<file path="config.mk">
export PLATFORM = sky130hd
export DESIGN_NAME = pov_display_top
export DESIGN_NICKNAME = d
export VERILOG_FILES = /design/src/pov_pkg.sv /design/src/spi_frame_rx.sv /design/src/pov_cmd_decoder.sv /design/src/column_ram.sv /design/src/column_fetch.sv /design/src/led_shift_driver.sv /design/src/pov_display_top.sv
export SDC_FILE = /design/constraint.sdc
export NUM_CORES = 2
export LEC_CHECK = 0
export BUFFER_PORTS_ARGS = -buffer_cell sky130_fd_sc_hd__buf_4
export CAP_MARGIN = 20
export CORE_MARGIN = 5
export CORE_UTILIZATION = 60
export CTS_CLUSTER_DIAMETER = 40
export CTS_CLUSTER_SIZE = 8
export DETAILED_ROUTE_END_ITERATION = 12
export PLACE_DENSITY = 0.77
export SLEW_MARGIN = 20
export SYNTH_ARGS = -nofsm -noshare
export SYNTH_HDL_FRONTEND = slang
export SYNTH_HIERARCHICAL = 1
export SYNTH_SLANG_ARGS = --single-unit
</file>
<file path="constraint.sdc">
create_clock -name clk -period 19 [get_ports clk]
set_clock_uncertainty 0.1 [all_clocks]
set_input_delay 3.8 -clock clk [delete_from_list [all_inputs] [get_ports clk]]
set_output_delay 3.8 -clock clk [all_outputs]
set_load 0.02 [all_outputs]
</file>
<file path="src/pov_pkg.sv">
// ~~~~~~~~~~~~~~~~~~~~~~~~~~~~~~~~~~~~~~~~~~~~~~~~~~~~~~~~~~~~~~~~~~~~
// POV display shared definitions
// ~~~~~~~~~~~~~~~~~~~~~~~~~~~~~~~~~~~~~~~~~~~~~~~~~~~~~~~~~~~~~~~~~~~~

package pov_pkg;

   // Display geometry
   localparam int LEDS_PER_COL  = 8;
   localparam int NUM_COLS      = 16;
   localparam int PIXEL_BITS    = 24;
   localparam int COL_BITS      = LEDS_PER_COL * PIXEL_BITS;
   localparam int RAM_DEPTH     = LEDS_PER_COL * NUM_COLS;
   localparam int PAYLOAD_BYTES = 4;

   // RGB pixel, R in bits 23:16
   typedef logic [PIXEL_BITS-1:0] pixel_t;

   // Column index times 8 plus LED index
   typedef logic [$clog2(RAM_DEPTH)-1:0] pix_addr_t;

   typedef logic [$clog2(NUM_COLS)-1:0]     col_idx_t;
   typedef logic [$clog2(LEDS_PER_COL)-1:0] led_idx_t;

   // LED 0 sits in the top pixel slot
   typedef logic [COL_BITS-1:0] col_data_t;

   // Payload bytes seen after the command byte
   typedef logic [2:0] byte_cnt_t;

   // SPI command codes
   // Write pixel payload is address, R, G, B
   localparam logic [7:0] CMD_WRITE_PIXEL = 8'h01;
   // Control payload bit 0 enable, bit 1 test pattern
   localparam logic [7:0] CMD_SET_CTRL    = 8'h02;

   // One chip-select frame, payload[0] is the first byte after cmd
   typedef struct packed {
      logic [7:0]                    cmd;
      logic [PAYLOAD_BYTES-1:0][7:0] payload;
      byte_cnt_t                     byte_count;
   } spi_frame_t;

   typedef struct packed {
      logic      valid;
      pix_addr_t addr;
      pixel_t    data;
   } pixel_wr_t;

   typedef struct packed {
      logic enable;
      logic test_pattern;
   } display_ctrl_t;

   typedef struct packed {
      col_idx_t  col;
      col_data_t data;
   } column_t;

endpackage

</file>
<file path="src/spi_frame_rx.sv">
// ~~~~~~~~~~~~~~~~~~~~~~~~~~~~~~~~~~~~~~~~~~~~~~~~~~~~~~~~~~~~~~~~~~~~
// SPI frame receiver
// ~~~~~~~~~~~~~~~~~~~~~~~~~~~~~~~~~~~~~~~~~~~~~~~~~~~~~~~~~~~~~~~~~~~~
`timescale 1ns/1ps

module spi_frame_rx (
   input  logic                clk,
   input  logic                rst_n,
   input  logic                spi_sclk,
   input  logic                spi_cs_n,
   input  logic                spi_mosi,
   input  logic                frame_ack,
   output logic                frame_req,
   output pov_pkg::spi_frame_t frame
);
   import pov_pkg::*;

   typedef enum logic [1:0] {S_IDLE, S_REQ, S_RELEASE} state_t;

   state_t                        state;
   logic [1:0]                    sclk_sync;
   logic [1:0]                    cs_sync;
   logic [1:0]                    mosi_sync;
   logic                          sclk_d;
   logic                          cs_d;
   logic                          sclk_rise;
   logic                          cs_rise;
   logic                          cs_fall;
   logic [6:0]                    shreg;
   logic [2:0]                    bit_cnt;
   logic [7:0]                    rx_byte;
   logic                          byte_done;
   logic                          have_cmd;
   logic [7:0]                    asm_cmd;
   logic [PAYLOAD_BYTES-1:0][7:0] asm_payload;
   byte_cnt_t                     asm_count;

   // Two-flop synchronizers, cs_n idles high
   always_ff @(posedge clk) begin
      if (!rst_n) begin
         sclk_sync <= 2'b00;
         cs_sync   <= 2'b11;
         mosi_sync <= 2'b00;
         sclk_d    <= 1'b0;
         cs_d      <= 1'b1;
      end else begin
         sclk_sync <= {sclk_sync[0], spi_sclk};
         cs_sync   <= {cs_sync[0], spi_cs_n};
         mosi_sync <= {mosi_sync[0], spi_mosi};
         sclk_d    <= sclk_sync[1];
         cs_d      <= cs_sync[1];
      end
   end

   assign cs_rise   = cs_sync[1] & ~cs_d;
   assign cs_fall   = ~cs_sync[1] & cs_d;
   assign sclk_rise = sclk_sync[1] & ~sclk_d & ~cs_sync[1];
   assign rx_byte   = {shreg, mosi_sync[1]};
   assign byte_done = sclk_rise && (bit_cnt == 3'd7);

   // Bit and byte counting within one frame
   always_ff @(posedge clk) begin
      if (!rst_n || cs_fall) begin
         bit_cnt   <= '0;
         have_cmd  <= 1'b0;
         asm_count <= '0;
      end else if (sclk_rise) begin
         bit_cnt <= bit_cnt + 3'd1;
         if (byte_done) begin
            if (!have_cmd)
               have_cmd <= 1'b1;
            else if (asm_count < byte_cnt_t'(PAYLOAD_BYTES))
               asm_count <= asm_count + byte_cnt_t'(1);
         end
      end
   end

   // An empty frame carries cmd 00, which the decoder ignores
   always_ff @(posedge clk) begin
      if (sclk_rise)
         shreg <= rx_byte[6:0];
      if (cs_fall) begin
         asm_cmd <= '0;
      end else if (byte_done) begin
         if (!have_cmd)
            asm_cmd <= rx_byte;
         else if (asm_count < byte_cnt_t'(PAYLOAD_BYTES))
            asm_payload[asm_count] <= rx_byte;
      end
   end

   // Frame register stays stable for the whole handshake
   always_ff @(posedge clk) begin
      if (state == S_IDLE && cs_rise)
         frame <= '{cmd: asm_cmd, payload: asm_payload, byte_count: asm_count};
   end

   // Req side of the four-phase link, frames ending mid-handshake are lost
   always_ff @(posedge clk) begin
      if (!rst_n) begin
         state     <= S_IDLE;
         frame_req <= 1'b0;
      end else begin
         case (state)
            S_IDLE: begin
               if (cs_rise) begin
                  frame_req <= 1'b1;
                  state     <= S_REQ;
               end
            end
            S_REQ: begin
               if (frame_ack) begin
                  frame_req <= 1'b0;
                  state     <= S_RELEASE;
               end
            end
            S_RELEASE: begin
               if (!frame_ack)
                  state <= S_IDLE;
            end
            default: state <= S_IDLE;
         endcase
      end
   end

endmodule

</file>
<file path="src/pov_cmd_decoder.sv">
// ~~~~~~~~~~~~~~~~~~~~~~~~~~~~~~~~~~~~~~~~~~~~~~~~~~~~~~~~~~~~~~~~~~~~
// SPI command decoder
// ~~~~~~~~~~~~~~~~~~~~~~~~~~~~~~~~~~~~~~~~~~~~~~~~~~~~~~~~~~~~~~~~~~~~
`timescale 1ns/1ps

module pov_cmd_decoder (
   input  logic                   clk,
   input  logic                   rst_n,
   input  logic                   frame_req,
   input  pov_pkg::spi_frame_t    frame,
   output logic                   frame_ack,
   output pov_pkg::pixel_wr_t     pix_wr,
   output pov_pkg::display_ctrl_t disp_ctrl
);
   import pov_pkg::*;

   logic      accept;
   logic      is_write;
   logic      is_ctrl;
   logic      wr_valid;
   pix_addr_t wr_addr;
   pixel_t    wr_data;

   // New request not yet acknowledged
   assign accept = frame_req && !frame_ack;

   // Short payloads fall through both checks and are only acked
   assign is_write = (frame.cmd == CMD_WRITE_PIXEL) &&
                     (frame.byte_count == byte_cnt_t'(PAYLOAD_BYTES));
   assign is_ctrl  = (frame.cmd == CMD_SET_CTRL) &&
                     (frame.byte_count != '0);

   always_ff @(posedge clk) begin
      if (!rst_n) begin
         frame_ack <= 1'b0;
         wr_valid  <= 1'b0;
         disp_ctrl <= '0;
      end else begin
         wr_valid <= 1'b0;
         if (accept) begin
            frame_ack <= 1'b1;
            wr_valid  <= is_write;
            if (is_ctrl) begin
               disp_ctrl.enable       <= frame.payload[0][0];
               disp_ctrl.test_pattern <= frame.payload[0][1];
            end
         end else if (!frame_req) begin
            frame_ack <= 1'b0;
         end
      end
   end

   // Address byte then R, G, B
   always_ff @(posedge clk) begin
      if (accept) begin
         wr_addr <= frame.payload[0][$bits(pix_addr_t)-1:0];
         wr_data <= {frame.payload[1], frame.payload[2], frame.payload[3]};
      end
   end

   assign pix_wr = '{valid: wr_valid, addr: wr_addr, data: wr_data};

endmodule

</file>
<file path="src/column_ram.sv">
// ~~~~~~~~~~~~~~~~~~~~~~~~~~~~~~~~~~~~~~~~~~~~~~~~~~~~~~~~~~~~~~~~~~~~
// Column pixel memory
// ~~~~~~~~~~~~~~~~~~~~~~~~~~~~~~~~~~~~~~~~~~~~~~~~~~~~~~~~~~~~~~~~~~~~
`timescale 1ns/1ps

module column_ram (
   input  logic               clk,
   input  pov_pkg::pixel_wr_t pix_wr,
   input  pov_pkg::pix_addr_t rd_addr,
   output pov_pkg::pixel_t    rd_data
);
   import pov_pkg::*;

   pixel_t mem [RAM_DEPTH];

   // Simple dual port, read returns old data on a same-address write
   always_ff @(posedge clk) begin
      if (pix_wr.valid)
         mem[pix_wr.addr] <= pix_wr.data;
      rd_data <= mem[rd_addr];
   end

endmodule

</file>
<file path="src/column_fetch.sv">
// ~~~~~~~~~~~~~~~~~~~~~~~~~~~~~~~~~~~~~~~~~~~~~~~~~~~~~~~~~~~~~~~~~~~~
// Column position and pixel fetch
// ~~~~~~~~~~~~~~~~~~~~~~~~~~~~~~~~~~~~~~~~~~~~~~~~~~~~~~~~~~~~~~~~~~~~
`timescale 1ns/1ps

module column_fetch (
   input  logic                   clk,
   input  logic                   rst_n,
   input  logic                   sof,
   input  logic                   col_tick,
   input  pov_pkg::display_ctrl_t disp_ctrl,
   input  pov_pkg::pixel_t        rd_data,
   input  logic                   col_ack,
   output pov_pkg::pix_addr_t     rd_addr,
   output logic                   col_req,
   output pov_pkg::column_t       column
);
   import pov_pkg::*;

   typedef enum logic [1:0] {S_IDLE, S_FETCH, S_REQ, S_RELEASE} state_t;
   typedef logic [$clog2(LEDS_PER_COL):0] fetch_cnt_t;

   state_t     state;
   col_idx_t   cur_col;
   logic       tick_pending;
   logic       start;
   logic       last;
   fetch_cnt_t fetch_cnt;
   led_idx_t   rd_led;
   col_data_t  pix_sh;
   col_data_t  pix_next;

   // sof wins over a tick in the same cycle
   assign start = (state == S_IDLE) && !sof && (col_tick || tick_pending);

   // Count 1..8 captures the pixel read one cycle earlier
   assign last     = (state == S_FETCH) && (fetch_cnt == fetch_cnt_t'(LEDS_PER_COL));
   assign rd_led   = fetch_cnt[$bits(led_idx_t)-1:0];
   assign rd_addr  = {cur_col, rd_led};
   assign pix_next = {pix_sh[COL_BITS-PIXEL_BITS-1:0], rd_data};

   always_ff @(posedge clk) begin
      if (!rst_n || sof) begin
         cur_col      <= '0;
         tick_pending <= 1'b0;
      end else if (state != S_IDLE) begin
         // Only one tick is remembered while busy
         if (col_tick)
            tick_pending <= 1'b1;
      end else begin
         tick_pending <= tick_pending && col_tick;
         if (start)
            cur_col <= cur_col + col_idx_t'(1);
      end
   end

   always_ff @(posedge clk) begin
      if (!rst_n) begin
         state   <= S_IDLE;
         col_req <= 1'b0;
      end else begin
         case (state)
            S_IDLE:    if (start) state <= S_FETCH;
            S_FETCH: begin
               if (last) begin
                  col_req <= 1'b1;
                  state   <= S_REQ;
               end
            end
            S_REQ: begin
               if (col_ack) begin
                  col_req <= 1'b0;
                  state   <= S_RELEASE;
               end
            end
            S_RELEASE: if (!col_ack) state <= S_IDLE;
            default:   state <= S_IDLE;
         endcase
      end
   end

   always_ff @(posedge clk) begin
      if (start)
         fetch_cnt <= '0;
      else if (state == S_FETCH)
         fetch_cnt <= fetch_cnt + fetch_cnt_t'(1);
      if (state == S_FETCH && fetch_cnt != '0)
         pix_sh <= pix_next;
      // Test pattern overrides blanking
      if (last) begin
         column.col <= cur_col;
         if (disp_ctrl.test_pattern)
            column.data <= '1;
         else if (!disp_ctrl.enable)
            column.data <= '0;
         else
            column.data <= pix_next;
      end
   end

endmodule

</file>
<file path="src/led_shift_driver.sv">
// ~~~~~~~~~~~~~~~~~~~~~~~~~~~~~~~~~~~~~~~~~~~~~~~~~~~~~~~~~~~~~~~~~~~~
// LED driver serial shifter
// ~~~~~~~~~~~~~~~~~~~~~~~~~~~~~~~~~~~~~~~~~~~~~~~~~~~~~~~~~~~~~~~~~~~~
`timescale 1ns/1ps

module led_shift_driver (
   input  logic              clk,
   input  logic              rst_n,
   input  logic              col_req,
   input  pov_pkg::column_t  column,
   output logic              col_ack,
   output logic              drv_sclk,
   output logic              drv_sin,
   output logic              drv_lat,
   output pov_pkg::col_idx_t col_sel
);
   import pov_pkg::*;

   typedef enum logic [1:0] {S_IDLE, S_ACK, S_SHIFT, S_LATCH} state_t;
   typedef logic [$clog2(COL_BITS)-1:0] bit_cnt_t;

   state_t    state;
   logic      accept;
   logic      shift_en;
   col_data_t shreg;
   col_idx_t  next_col;
   bit_cnt_t  bit_cnt;

   assign accept   = (state == S_IDLE) && col_req && !col_ack;
   // Shift on the falling half, after drv_sclk was high
   assign shift_en = (state == S_SHIFT) && drv_sclk;

   // MSB first, so LED 0 red goes out first
   assign drv_sin = shreg[COL_BITS-1];

   always_ff @(posedge clk) begin
      if (!rst_n) begin
         state    <= S_IDLE;
         col_ack  <= 1'b0;
         drv_sclk <= 1'b0;
         drv_lat  <= 1'b0;
         col_sel  <= '0;
      end else begin
         // Ack drops once req has gone, independent of the shift
         if (col_ack && !col_req)
            col_ack <= 1'b0;
         case (state)
            S_IDLE: begin
               if (accept) begin
                  col_ack <= 1'b1;
                  state   <= S_ACK;
               end
            end
            S_ACK: begin
               drv_sclk <= 1'b0;
               state    <= S_SHIFT;
            end
            S_SHIFT: begin
               drv_sclk <= !drv_sclk;
               if (drv_sclk && bit_cnt == bit_cnt_t'(COL_BITS - 1)) begin
                  drv_lat <= 1'b1;
                  col_sel <= next_col;
                  state   <= S_LATCH;
               end
            end
            S_LATCH: begin
               drv_lat <= 1'b0;
               state   <= S_IDLE;
            end
            default: state <= S_IDLE;
         endcase
      end
   end

   always_ff @(posedge clk) begin
      if (accept) begin
         shreg    <= column.data;
         next_col <= column.col;
      end else if (shift_en) begin
         shreg <= {shreg[COL_BITS-2:0], 1'b0};
      end
      if (state == S_ACK)
         bit_cnt <= '0;
      else if (shift_en)
         bit_cnt <= bit_cnt + bit_cnt_t'(1);
   end

endmodule

</file>
<file path="src/pov_display_top.sv">
// ~~~~~~~~~~~~~~~~~~~~~~~~~~~~~~~~~~~~~~~~~~~~~~~~~~~~~~~~~~~~~~~~~~~~
// POV display image path top level
// ~~~~~~~~~~~~~~~~~~~~~~~~~~~~~~~~~~~~~~~~~~~~~~~~~~~~~~~~~~~~~~~~~~~~
`timescale 1ns/1ps

module pov_display_top (
   input  logic              clk,
   input  logic              rst_n,
   // SPI from host, mode 0
   input  logic              spi_sclk,
   input  logic              spi_cs_n,
   input  logic              spi_mosi,
   // Rotor position
   input  logic              sof,
   input  logic              col_tick,
   // LED driver
   output logic              drv_sclk,
   output logic              drv_sin,
   output logic              drv_lat,
   output pov_pkg::col_idx_t col_sel
);
   import pov_pkg::*;

   logic          frame_req;
   logic          frame_ack;
   spi_frame_t    frame;
   pixel_wr_t     pix_wr;
   display_ctrl_t disp_ctrl;
   pix_addr_t     rd_addr;
   pixel_t        rd_data;
   logic          col_req;
   logic          col_ack;
   column_t       column;

   spi_frame_rx i_spi_frame_rx (
      .clk       (clk),
      .rst_n     (rst_n),
      .spi_sclk  (spi_sclk),
      .spi_cs_n  (spi_cs_n),
      .spi_mosi  (spi_mosi),
      .frame_ack (frame_ack),
      .frame_req (frame_req),
      .frame     (frame)
   );

   pov_cmd_decoder i_pov_cmd_decoder (
      .clk       (clk),
      .rst_n     (rst_n),
      .frame_req (frame_req),
      .frame     (frame),
      .frame_ack (frame_ack),
      .pix_wr    (pix_wr),
      .disp_ctrl (disp_ctrl)
   );

   column_ram i_column_ram (
      .clk     (clk),
      .pix_wr  (pix_wr),
      .rd_addr (rd_addr),
      .rd_data (rd_data)
   );

   column_fetch i_column_fetch (
      .clk       (clk),
      .rst_n     (rst_n),
      .sof       (sof),
      .col_tick  (col_tick),
      .disp_ctrl (disp_ctrl),
      .rd_data   (rd_data),
      .col_ack   (col_ack),
      .rd_addr   (rd_addr),
      .col_req   (col_req),
      .column    (column)
   );

   led_shift_driver i_led_shift_driver (
      .clk      (clk),
      .rst_n    (rst_n),
      .col_req  (col_req),
      .column   (column),
      .col_ack  (col_ack),
      .drv_sclk (drv_sclk),
      .drv_sin  (drv_sin),
      .drv_lat  (drv_lat),
      .col_sel  (col_sel)
   );

endmodule

</file>
==> summary.md <==
| Metric | Value |
|---|---|
| Final Hold Vio Count | `0` |
| CP max FO | `64` |
| Clk slew on worst S/H paths | `~50 ps` |
| CP startpoint kind | `flip-flop` |
| Pwr/cell area | `134 mW/mm²` |
| Final setup viols | `0` |
| Crit path kind | `flip-flop to flip-flop` |
| Top Family by Delay on Critical Path | `buffers and inverters` |
| Seq. cell area | `0.114 mm²` |
| Non-filler cells, final | `between 9000 and 10000` |
| Crit path arrival time | `6820 ps` |
| Worst reg2reg endpoint | `i_column_ram/rd_data[23]` |
| First-pass GRT wire length | `553000 µm` |
| Post-CTS Resized | `0` |
| Worst hold start | `i_spi_frame_rx/frame[21]` |
| Area Overhead vs Synth | `14.4%` |
| Antenna violations before repair | `36` |
| Vias per std cell | `7.13` |
| Tightest Pin Transition | `1240 ps` |
| Die ar. | `0.252 mm²` |
| CP required | `19750 ps` |
| CTS H-tree depth | `6` |
| CTS Buf Count | `roughly 580` |
| CTS tree | `yes` |
| R2R depth | `7` |
| Placed Cells | `9072` |
| Flop pwr share | `0.431` |
| Mean Syn Cell Area | `24.3 µm²` |
| WL/cell | `40.0 µm` |
| Critical Path Slowest Stage Cell | `buf_4` |
| Buf+Inv Stages, Crit Path | `3` |
| Port bufs | `13` |
| Critical path's largest stage delay | `960 ps` |
| Final nets | `6495` |
| Layout cell share with drive strength beyond 1 | `0.338` |
| Fill cell count | `13000` |
| Initial Util | `0.603` |
| Fin util | `0.690` |
| Power share of the combinational group | `0.153` |
| Total routed wirelength | `396000 µm` |
| Gr usage total | `0.314` |
| HP Class | `flip-flop to flip-flop` |
| Site row count | `180` |
| Clock Sinks | `3826` |
| RR Startpoint | `i_column_fetch/fetch_cnt[2]` |
| Clk pwr share | `0.416` |
| Leakage | `52.7 nW` |
| Switching power | `5.64 mW` |
| Worst hold slack | `294 ps` |
| Largest net degree at the start of global routing | `176` |
| DPL Wire Length | `182000 µm` |
| Fin crit share | `0.320` |
| Syn Nets | `5990` |
| Vert. Die Dim | `502 µm` |
| Via count | `just over 70000` |
| Hold bufs inserted after CTS | `0` |
| Hold EP | `i_pov_cmd_decoder/wr_data[10]` |
| Number of global-route vias before repair | `73600` |
| First-pass iteration count of the detailed router | `6` |
| Total negative slack | `0 ps` |
| CORE AREA | `0.241 mm²` |
| R2R setup slack | `12930 ps` |
| RSZ-0062 raised after global routing | `false` |
| Nature of the critical path endpoint | `flip-flop` |
| Rel. slew slack | `0.175` |
| Post-CTS setup buffers | `0` |
| Clock buffer depth | `4` |
| GP Congestion | `0.821` |
| DRC | `0` |
| Drt initial violations | `12200` |
| I/O Pins | `14` |
| Synth warnings | `6` |
| Sw Ratio | `0.254` |
| Clk Latency, worst-skew pair | `960 ps` |
| Post-Syn Area | `0.145 mm²` |
| Chip Width | `between 500 and 600 µm` |
| Root Driver | `clkbuf_16` |
| Status | `finished clean` |
| Achievable frequency | `roughly 160 MHz` |
| Cells after synthesis | `5964` |
| Max Cap Violations | `0` |
| Slew Limit Fails | `0` |
| Multi-input gate area | `0.0297 mm²` |
| WHS Path Cells | `0` |
| GR Overflow Total | `0` |
| DRT antenna net count | `0` |
| P_int | `16.6 mW` |
| Worst VDD drop | `between 100 and 150 µV` |
| CP Cell Sequence | `buf_4 -> buf_4 -> buf_4 -> mux4_2 -> mux4_2 -> mux4_2 -> mux2_2` |
| Crit path time final | `6070 ps` |
[worst max-delay path by stage]
stage | cells after the start | end | slack, ps | startpoint
after floorplan | 4 | i_column_fetch/pix_sh[0] | 10430 | i_column_fetch/fetch_cnt[0]
after global placement | 7 | i_column_ram/rd_data[18] | 13320 | i_column_fetch/fetch_cnt[2]
final | 7 | i_column_ram/rd_data[23] | 12930 | i_column_fetch/fetch_cnt[2]
after CTS | 7 | i_column_ram/rd_data[17] | 13180 | i_column_fetch/fetch_cnt[2]
after detailed placement | 7 | i_column_ram/rd_data[23] | 13260 | i_column_fetch/fetch_cnt[2]
after global routing | 7 | i_column_ram/rd_data[17] | 12970 | i_column_fetch/fetch_cnt[2]
[stage by stage]
| stage | power [mW] | setup slack (ps) | area, µm² |
|---|---|---|---|
| after floorplan | 11.9 | 10430 | 145000 |
| after global placement | 12.9 | 13320 | 150000 |
| after detailed placement | 12.9 | 13260 | 150000 |
| after CTS | 22.2 | 13180 | 166000 |
| after global routing | 22.8 | 12970 | 166000 |
| final | 22.2 | 12930 | 166000 |
[layout by cell type, fill, tap and decap left out, types with 7 or more instances in the layout]
| cell | count |
|---|---|
| nand4_1 | 7 |
| mux4_2 | 1008 |
| dfxtp_1 | 75 |
| inv_6 | 17 |
| o211ai_1 | 9 |
| clkbuf_1 | 151 |
| clkinv_8 | 9 |
| o31ai_1 | 9 |
| nor2b_1 | 8 |
| and2_1 | 7 |
| nor2_1 | 15 |
| a21o_1 | 192 |
| diode_2 | 20 |
| and3_1 | 7 |
| buf_4 | 234 |
| clkinv_1 | 15 |
| inv_16 | 7 |
| o21ai_0 | 9 |
| clkinv_2 | 7 |
| a21oi_1 | 14 |
| dfxtp_4 | 7 |
| ha_1 | 19 |
| mux2i_1 | 10 |
| edfxtp_1 | 3743 |
| nand2_1 | 51 |
| mux2_2 | 45 |
| nor2_2 | 119 |
| inv_1 | 17 |
| nand2b_1 | 10 |
| mux2_4 | 170 |
| buf_12 | 8 |
| nor3_2 | 10 |
| clkbuf_16 | 587 |
| nand3_1 | 20 |
[worst reg2reg max path, stage by stage (launching register included)]
cell and delay, ps:
dfxtp_4 940, buf_4 940, buf_4 1060, buf_4 1000, mux4_2 500, mux4_2 560
mux4_2 590, mux2_2 290
[power groups by stage]
stage / registers [mW] / clock network, mW / logic [mW]
floorplan: 9.59 / 0 / 2.33
global placement: 9.71 / 0 / 3.20
detailed placement: 9.72 / 0 / 3.23
CTS: 9.56 / 9.29 / 3.35
global route: 9.58 / 9.74 / 3.52
finish: 9.58 / 9.25 / 3.40
[cell type report]
cell class,instances,share of cell area
diodes,20,0.000302
clock buffers,740,0.0921
clock inverters,66,0.00436
inverters,17,0.000384
multi-input cells,1799,0.179
flip-flops and latches,3826,0.687
well taps,3185,0.0240
repair buffers,249,0.0123
[metal layers]
layer	routed length, µm	global-route usage	share of wire
met3	56000	0.0959	0.14
met1	126000	0.406	0.32
met4	21200	0.144	0.053
met2	193000	0.499	0.49
met5	368	0	0.00093
[registers in the layout, indices dropped and copies added, names as in the netlist, 7 cells and up]
signal / count
i_column_fetch/column: 196
i_column_fetch/pix_sh: 168
i_column_ram/mem: 3072
i_column_ram/rd_data: 24
i_led_shift_driver/bit_cnt: 8
i_led_shift_driver/shreg: 192
i_pov_cmd_decoder/wr_addr: 7
i_pov_cmd_decoder/wr_data: 24
i_spi_frame_rx/asm_cmd: 8
i_spi_frame_rx/asm_payload: 31
i_spi_frame_rx/frame: 42
i_spi_frame_rx/shreg: 7
Note: power is estimated with default switching activity, not from simulation.
